===== src/hw/video_pkg.sv =====
`default_nettype none

package video_pkg;

	// monochrome raster, one clock per pixel
	// horizontal timing in clocks
	localparam logic [9:0] H_ACT = 10'd640;
	// words are fetched 16 clocks ahead of display
	localparam logic [9:0] H_PRE = 10'd16;
	localparam logic [9:0] H_FP = 10'd24;
	localparam logic [9:0] H_SYNC = 10'd40;
	localparam logic [9:0] H_BP = 10'd128;
	// 832 clocks per line
	localparam logic [9:0] H_TOT = H_ACT + H_FP + H_SYNC + H_BP;

	// vertical timing in lines
	localparam logic [9:0] V_ACT = 10'd400;
	localparam logic [9:0] V_FP = 10'd55;
	localparam logic [9:0] V_SYNC = 10'd3;
	localparam logic [9:0] V_BP = 10'd73;
	// 531 lines per frame, about 72 Hz
	localparam logic [9:0] V_TOT = V_ACT + V_FP + V_SYNC + V_BP;

	// video memory word address
	localparam int ADDR_W = 23;

	// base address after reset
	localparam logic [ADDR_W-1:0] BASE_ADDR_RST = 23'h8000;

	// palette entry 0 after reset, packed as red, green, blue
	// blue bit 0 set so the mono picture comes up inverted
	localparam logic [8:0] PAL0_RST = {3'b000, 3'b000, 3'b111};

	// cpu register map
	typedef enum logic [5:0] {
		REG_BASE_HI = 6'h00,
		REG_BASE_LO = 6'h01,
		REG_VADDR_HI = 6'h02,
		REG_VADDR_MID = 6'h03,
		REG_VADDR_LO = 6'h04,
		REG_PALETTE0 = 6'h20
	} reg_addr_e;

endpackage

`default_nettype wire


===== src/hw/video_fetch.sv =====
`timescale 1ns/1ns
`default_nettype none

module video_fetch
	import video_pkg::*;
(
	input wire clk,
	input wire ss,
	input wire fetch_window,
	input wire frame_end,
	input wire [3:0] bus_cycle,
	input wire [15:0] data,
	input wire [ADDR_W-1:0] base_addr,
	output logic read,
	output logic [ADDR_W-1:0] vaddr,
	output logic [15:0] word
);

	logic capture;

	// video owns bus cycles 0..3 of every 16
	// one word per slot, 40 slots per active line
	assign read = fetch_window && (bus_cycle[3:2] == 2'b00);

	// memory data valid on the last video bus cycle
	assign capture = read && (bus_cycle == 4'd3);

	// video address counter
	// steps once per fetched word
	always_ff @(posedge clk or posedge ss) begin
		if (ss) begin
			// same value the base register resets to
			vaddr <= BASE_ADDR_RST;
		end else if (capture) begin
			vaddr <= vaddr + ADDR_W'(1);
		end else if (frame_end) begin
			// next frame starts at the current base
			// a new base written in vblank applies here
			vaddr <= base_addr;
		end
	end

	// word holding register
	// stays put until the pixel shifter reloads at slot end
	always_ff @(posedge clk) begin
		if (capture) begin
			word <= data;
		end
	end

endmodule

`default_nettype wire


===== src/hw/video_pixel.sv =====
`timescale 1ns/1ns
`default_nettype none

module video_pixel (
	input wire clk,
	input wire ss,
	input wire de,
	input wire hs_raw,
	input wire vs_raw,
	input wire pal0_blue_lsb,
	input wire [9:0] hcnt,
	input wire [15:0] word,
	output logic [5:0] video_r,
	output logic [5:0] video_g,
	output logic [5:0] video_b,
	output logic hs,
	output logic vs
);

	logic [15:0] shreg;
	logic pix;
	logic [5:0] level;

	// shifter reload at end of each 16 clock slot
	// msb first, one pixel per clock
	always_ff @(posedge clk) begin
		if (hcnt[3:0] == 4'hf) begin
			shreg <= word;
		end else begin
			shreg <= {shreg[14:0], 1'b0};
		end
	end

	// palette 0 blue lsb flips black and white
	assign pix = shreg[15] ^ pal0_blue_lsb;

	// full white or black, blanked outside de
	assign level = (de && pix) ? 6'h3f : 6'h00;

	// output stage, one clock behind the raster
	always_ff @(posedge clk or posedge ss) begin
		if (ss) begin
			video_r <= 6'h00;
			video_g <= 6'h00;
			video_b <= 6'h00;
			hs <= 1'b1;
			vs <= 1'b1;
		end else begin
			// grey scale, same level on all channels
			video_r <= level;
			video_g <= level;
			video_b <= level;
			// mono monitor wants negative syncs
			hs <= ~hs_raw;
			vs <= ~vs_raw;
		end
	end

endmodule

`default_nettype wire


===== src/hw/video_regs.sv =====
`timescale 1ns/1ns
`default_nettype none

module video_regs
	import video_pkg::*;
(
	input wire clk,
	input wire ss,
	input wire reg_sel,
	input wire reg_rw,
	input wire reg_uds,
	input wire reg_lds,
	input wire [5:0] reg_addr,
	input wire [15:0] reg_din,
	input wire [ADDR_W-1:0] vaddr,
	output logic [15:0] reg_dout,
	output logic [ADDR_W-1:0] base_addr,
	output logic pal0_blue_lsb
);

	reg_addr_e addr;
	logic wr_en;
	logic rd_en;
	// base address bits 22:7, the low bits are fixed zero
	logic [15:0] base_q;
	logic [2:0] pal_r;
	logic [2:0] pal_g;
	logic [2:0] pal_b;

	assign addr = reg_addr_e'(reg_addr);

	// reg_rw high means cpu read
	assign wr_en = reg_sel && !reg_rw;
	assign rd_en = reg_sel && reg_rw;

	// byte lane writes, strobes are active low
	always_ff @(posedge clk or posedge ss) begin
		if (ss) begin
			base_q <= BASE_ADDR_RST[ADDR_W-1:7];
			{pal_r, pal_g, pal_b} <= PAL0_RST;
		end else if (wr_en) begin
			case (addr)
				REG_BASE_HI: begin
					if (!reg_lds) begin
						base_q[15:8] <= reg_din[7:0];
					end
				end
				REG_BASE_LO: begin
					if (!reg_lds) begin
						base_q[7:0] <= reg_din[7:0];
					end
				end
				REG_PALETTE0: begin
					// red sits in the upper byte
					if (!reg_uds) begin
						pal_r <= reg_din[10:8];
					end
					if (!reg_lds) begin
						pal_g <= reg_din[6:4];
						pal_b <= reg_din[2:0];
					end
				end
				// vaddr registers are read only
				default: begin
				end
			endcase
		end
	end

	assign base_addr = {base_q, 7'b0000000};

	// mono inversion bit
	assign pal0_blue_lsb = pal_b[0];

	// readback mux
	// zero unless selected, mapped and lane enabled
	always_comb begin
		reg_dout = 16'h0000;
		if (rd_en) begin
			case (addr)
				REG_BASE_HI: if (!reg_lds) reg_dout[7:0] = base_q[15:8];
				REG_BASE_LO: if (!reg_lds) reg_dout[7:0] = base_q[7:0];
				REG_VADDR_HI: if (!reg_lds) reg_dout[7:0] = vaddr[22:15];
				REG_VADDR_MID: if (!reg_lds) reg_dout[7:0] = vaddr[14:7];
				// word address lands on byte address bits 7:1
				REG_VADDR_LO: if (!reg_lds) reg_dout[7:0] = {vaddr[6:0], 1'b0};
				REG_PALETTE0: begin
					if (!reg_uds) begin
						reg_dout[10:8] = pal_r;
					end
					if (!reg_lds) begin
						reg_dout[6:4] = pal_g;
						reg_dout[2:0] = pal_b;
					end
				end
				default: begin
				end
			endcase
		end
	end

endmodule

`default_nettype wire


===== src/hw/video_timing.sv =====
`timescale 1ns/1ns
`default_nettype none

module video_timing
	import video_pkg::*;
(
	input wire clk,
	input wire ss,
	output logic [9:0] hcnt,
	output logic [9:0] vcnt,
	output logic de,
	output logic fetch_window,
	output logic frame_end,
	output logic hs_raw,
	output logic vs_raw
);

	logic h_last;
	logic v_last;

	// last clock of a line / last line of a frame
	assign h_last = (hcnt == H_TOT - 10'd1);
	assign v_last = (vcnt == V_TOT - 10'd1);

	// raster counters
	// reset also lines hcnt up with the bus cycle counter
	always_ff @(posedge clk or posedge ss) begin
		if (ss) begin
			hcnt <= 10'd0;
			vcnt <= 10'd0;
		end else begin
			if (h_last) begin
				hcnt <= 10'd0;
				// line wrap steps the vertical counter
				if (v_last) begin
					vcnt <= 10'd0;
				end else begin
					vcnt <= vcnt + 10'd1;
				end
			end else begin
				hcnt <= hcnt + 10'd1;
			end
		end
	end

	// display enable
	// trails the fetch window by the prefetch distance
	assign de = (hcnt >= H_PRE) &&
		(hcnt < H_ACT + H_PRE) &&
		(vcnt < V_ACT);

	// memory is read over the first 640 clocks of active lines
	assign fetch_window = (hcnt < H_ACT) && (vcnt < V_ACT);

	// hsync right after front porch
	assign hs_raw = (hcnt >= H_ACT + H_FP) &&
		(hcnt < H_ACT + H_FP + H_SYNC);

	// vsync lines after the vertical front porch
	assign vs_raw = (vcnt >= V_ACT + V_FP) &&
		(vcnt < V_ACT + V_FP + V_SYNC);

	// single clock strobe well clear of the active area
	// used to restart the video address counter
	assign frame_end = (hcnt == H_ACT + H_FP + H_PRE) &&
		(vcnt == V_ACT + V_FP);

endmodule

`default_nettype wire


===== src/hw/video_top.sv =====
`timescale 1ns/1ns
`default_nettype none

module video_top
	import video_pkg::*;
(
	input wire clk,
	input wire ss,
	// bus slot counter, equals hcnt[3:0]
	input wire [3:0] bus_cycle,
	input wire [15:0] data,
	// cpu port
	input wire reg_sel,
	input wire reg_rw,
	input wire reg_uds,
	input wire reg_lds,
	input wire [5:0] reg_addr,
	input wire [15:0] reg_din,
	// memory side
	output logic read,
	output logic [ADDR_W-1:0] vaddr,
	output logic [15:0] reg_dout,
	// monitor side
	output logic [5:0] video_r,
	output logic [5:0] video_g,
	output logic [5:0] video_b,
	output logic hs,
	output logic vs
);

	logic [9:0] hcnt;
	logic de;
	logic fetch_window;
	logic frame_end;
	logic hs_raw;
	logic vs_raw;
	logic [ADDR_W-1:0] base_addr;
	logic pal0_blue_lsb;
	logic [15:0] word;

	// raster generator
	// vcnt is only decoded inside the timing block
	video_timing u_timing (
		.clk(clk),
		.ss(ss),
		.hcnt(hcnt),
		.vcnt(),
		.de(de),
		.fetch_window(fetch_window),
		.frame_end(frame_end),
		.hs_raw(hs_raw),
		.vs_raw(vs_raw)
	);

	// cpu registers
	video_regs u_regs (
		.clk(clk),
		.ss(ss),
		.reg_sel(reg_sel),
		.reg_rw(reg_rw),
		.reg_uds(reg_uds),
		.reg_lds(reg_lds),
		.reg_addr(reg_addr),
		.reg_din(reg_din),
		.vaddr(vaddr),
		.reg_dout(reg_dout),
		.base_addr(base_addr),
		.pal0_blue_lsb(pal0_blue_lsb)
	);

	// memory fetch and address counter
	video_fetch u_fetch (
		.clk(clk),
		.ss(ss),
		.fetch_window(fetch_window),
		.frame_end(frame_end),
		.bus_cycle(bus_cycle),
		.data(data),
		.base_addr(base_addr),
		.read(read),
		.vaddr(vaddr),
		.word(word)
	);

	// shifter and output registers
	video_pixel u_pixel (
		.clk(clk),
		.ss(ss),
		.de(de),
		.hs_raw(hs_raw),
		.vs_raw(vs_raw),
		.pal0_blue_lsb(pal0_blue_lsb),
		.hcnt(hcnt),
		.word(word),
		.video_r(video_r),
		.video_g(video_g),
		.video_b(video_b),
		.hs(hs),
		.vs(vs)
	);

endmodule

`default_nettype wire


===== config.mk =====
export PLATFORM = sky130hd
export DESIGN_NAME = video_top
export DESIGN_NICKNAME = d
export VERILOG_FILES = /design/src/hw/video_pkg.sv /design/src/hw/video_fetch.sv /design/src/hw/video_pixel.sv /design/src/hw/video_regs.sv /design/src/hw/video_timing.sv /design/src/hw/video_top.sv
export SDC_FILE = /design/constraint.sdc
export NUM_CORES = 1
export LEC_CHECK = 0
export BUFFER_PORTS_ARGS = -buffer_cell sky130_fd_sc_hd__clkbuf_2
export CAP_MARGIN = 20
export CORE_MARGIN = 2
export CORE_UTILIZATION = 56
export CTS_CLUSTER_SIZE = 40
export DETAILED_ROUTE_END_ITERATION = 16
export GPL_TIMING_DRIVEN = 0
export PLACE_DENSITY_LB_ADDON = 0.05
export REMOVE_ABC_BUFFERS = 1
export SLEW_MARGIN = 20
export SYNTH_ARGS = -nofsm -noshare
export SYNTH_HDL_FRONTEND = slang
export SYNTH_HIERARCHICAL = 1
export SYNTH_SLANG_ARGS = --single-unit

===== constraint.sdc =====
create_clock -name clk -period 6.1 [get_ports clk]
set_clock_uncertainty 0.15 [all_clocks]
set_input_delay 0.61 -clock clk [delete_from_list [all_inputs] [get_ports clk]]
set_output_delay 0.61 -clock clk [all_outputs]
set_load 0.05 [all_outputs]

==> flow_metrics.py <==
metrics = {
    "status": {
        "outcome": "finished, final reports clean",
    },
    "floorplanning": {
        "coreArea_um2": 9680,
        "ios": 108,
        "start_util_pct": 57.2,
        "rows": 36,
        "die-area_um2": 10700,
        "die_w_um": 103,
        "die_y_um": 103,
    },
    "setup_path": {
        "cp_max_fo": 27,
        "cpPeakStageDelay_ps": 780,
        "ff2ff_path_depth": 9,
        "crit_chain": "o311ai_0 > nand2_1 > a21oi_1 > or3b_1 > inv_2 > nand2_1 > inv_1 > a21oi_1 > o221a_2",
        "slowest_stage": "inv_1",
        "startpoint_type": "flop",
        "cp.arrival_ps": 3660,
        "crit_type": "flop to flop",
        "endpoint_kind": "flop",
        "crit_required_ps": 6230,
    },
    "synthesis": {
        "synth_edf_count": 16,
        "avgSynthCellArea_um2": 11.1,
        "synthCells": 500,
        "async_reset_ff_share_pct": 68.9,
        "yosysWarningCount": 6,
        "syn_area_um2": 5540,
        "synthDistinctLibCells": 73,
        "ys_seq_area_share_pct": 46.7,
        "ys_ff_latch": 103,
        "yosys_most_used_dff": "dfrtp_1",
    },
    "clock_tree": {
        "htree_levels": 3,
        "clock-root-buffer": "clkbuf_8",
        "path_clk_slew_ps": 110,
        "insertion_delay_ps": 370,
        "cts_buffers": 9,
        "post_cts_buffers": 0,
        "cts_num_sinks": 103,
        "clockBufferDepth": 2,
        "cts_tree": "built",
    },
    "global_routing": {
        "antenna_found_initial": 0,
        "grt_pass1_vias": 3986,
        "grt_usage_pct": 24.2,
        "grt_max_degree": 28,
        "grt_pass1_wl_um": 19600,
        "grt_remaining_overflow": 0,
    },
    "sta": {
        "max_freq_mhz": 283,
        "period_share_pct": 57.9,
        "finalSetupViolations": 0,
        "worst_pin_slew_ps": 1050,
        "slew_headroom_pct": 30.2,
        "fin_ws_ps": 2570,
        "fin_crit_ps": 3530,
        "hold_viol": 0,
        "rsz0062_at_grt": "false",
        "slew_viol_final": 0,
    },
    "pwr": {
        "seqPwrFrac_pct": 54.3,
        "switchingPower_w": 0.000473,
        "leakagePower_nw": 2.75,
        "p_clk_share_pct": 28.9,
        "power_w": 0.00142,
        "swShare_pct": 33.2,
        "p_int_w": 0.000951,
        "p_comb_share_pct": 16.8,
        "vdd_ir_drop_max_mv": 0.162,
        "power.density_nw_per_um2": 233,
    },
    "placed_design": {
        "portBuffers": 97,
        "dpl-instance-area_um2": 5900,
        "routabilityCongestion": 0.877,
        "dp_hpwl_um": 9200,
        "pre_cts_ws_ps": 2540,
    },
    "run": {
        "maxCapViolCount": 0,
    },
    "min_path": {
        "hold_path_class": "input pin to flop",
        "hold_depth": 1,
    },
    "layout": {
        "seqCellArea_um2": 2590,
        "fill_cells": 821,
        "syn_to_final_growth_pct": 10.3,
        "multi_input_area_um2": 2590,
        "drive_above_1_share_pct": 35.2,
        "nets": 628,
        "antenna_cells": 0,
        "final_cell_area_um2": 6110,
    },
    "drt": {
        "vias_per_cell": 5.83,
        "wirelength_um": 12600,
        "drtPass1Iterations": 6,
        "drcViolationCount": 0,
        "wl_per_cell_um": 17.7,
        "drt-initial-drc-count": 243,
        "via_count": 4157,
        "ant_nets": 0,
    },
}
-- power groups by stage --
stage	sequential, W	combinational, W	clock [W]
after detailed placement	0.000787	0.000236	0
after global placement	0.000786	0.000232	0
after CTS	0.000773	0.000237	0.000422
final	0.000774	0.000238	0.000412
after global routing	0.000778	0.000256	0.000446
after floorplan	0.000847	0.0000911	0
-- metrics by stage --
stage,instances,setup TNS (ps),util [%],hold WS [ps]
floorplan,465,-5520,-,212
global placement,695,0,60.9,287
detailed placement,695,0,60.9,292
CTS,712,0,63.0,244
global route,713,0,63.1,232
finish,713,0,63.1,254
-- path summary, 6_finish.rpt --
path | slack, ps | from | end
worst max-delay path | 2570 | u_timing/vcnt[6] | u_fetch/vaddr[11]
worst min-delay path | 250 | data[9] | u_fetch/word[9]
worst max register to register | 2570 | u_timing/vcnt[6] | u_fetch/vaddr[11]
worst min register to register | 320 | u_pixel/shreg[7] | u_pixel/shreg[8]
max in group asynchronous | 4330 | ss | u_fetch/vaddr[0]
min in group asynchronous | 540 | ss | u_pixel/video_b[4]
-- flip-flops by register name (all words and copies together), names as in the netlist --
register / cells
u_fetch/vaddr: 23
u_fetch/word: 16
u_pixel/hs: 1
u_pixel/shreg: 16
u_pixel/video_b: 1
u_pixel/vs: 1
u_regs/base_q: 16
u_regs/pal_b: 3
u_regs/pal_g: 3
u_regs/pal_r: 3
u_timing/hcnt: 10
u_timing/vcnt: 10
-- cell usage in the layout, fill, tap and decap left out, types with 15 or more instances in the layout --
cell type,Yosys,layout
a21oi_1,18,17
clkbuf_2,1,97
dfrtp_1,64,64
dfxtp_1,16,16
edfxtp_1,16,16
inv_1,19,19
mux2_2,33,33
mux2_4,15,15
nand2_1,28,28
nand3_1,27,27
nor2_1,40,40
-- synthesized netlist by cell type (all sizes together) (9+ instances only) --
cell    instances  area, um2
dfrtp          64       1600
mux2           50        619
nor2           41        161
buf            40        303
nand2          30        128
nand3          28        145
inv            20       75.1
a21oi          18       90.1
dfxtp          16        320
edfxtp         16        480
o21ai          14       73.8
nand4          13        109
nor3           13       92.6
and2            9       58.8
-- timing repair --
action	in CTS	in global routing
hold endpoints to repair	1	0
hold buffers	1	0
gates resized for setup	0	0
-- logic make-up after synthesis --
| family | Yosys count | synth area share [%] |
|---|---|---|
| AND/OR/NAND/NOR | 173 | 19.1 |
| multiplexers | 56 | 12.9 |
| XOR/XNOR | 10 | 1.58 |
| adder cells (fa/ha/maj) | 5 | 1.13 |
| other | 1 | 0.0677 |
| flip-flops | 103 | 46.7 |
| AO/OA/AOI/OAI | 86 | 11.0 |
| buffers and inverters | 66 | 7.43 |
-- worst max-delay path: cells and delay by family, from the launching register on --
| family | cells | cell delay (ps) |
|---|---|---|
| AND/OR/NAND/NOR | 3 | 810 |
| buffers and inverters | 2 | 970 |
| AO/OA/AOI/OAI | 4 | 1040 |
| flip-flops | 1 | 460 |
-- layout make-up --
class / count / share of cell area (%)
multi-input combinational: 342 / 42.3
sequential: 103 / 42.3
timing repair buffer: 99 / 8.35
tap: 133 / 2.72
clock buffer: 9 / 2.03
inverter: 20 / 1.23
clock inverter: 7 / 1.02
-- metal layers --
metal	wire, um	track usage [%]	vias to the layer above
met5	0	0	-
met3	635	5.17	28
met4	366	11.0	0
met1	5340	30.4	2015
met2	6290	40.0	146
li1	-	-	1968
Power figures use the tool's default switching activity.
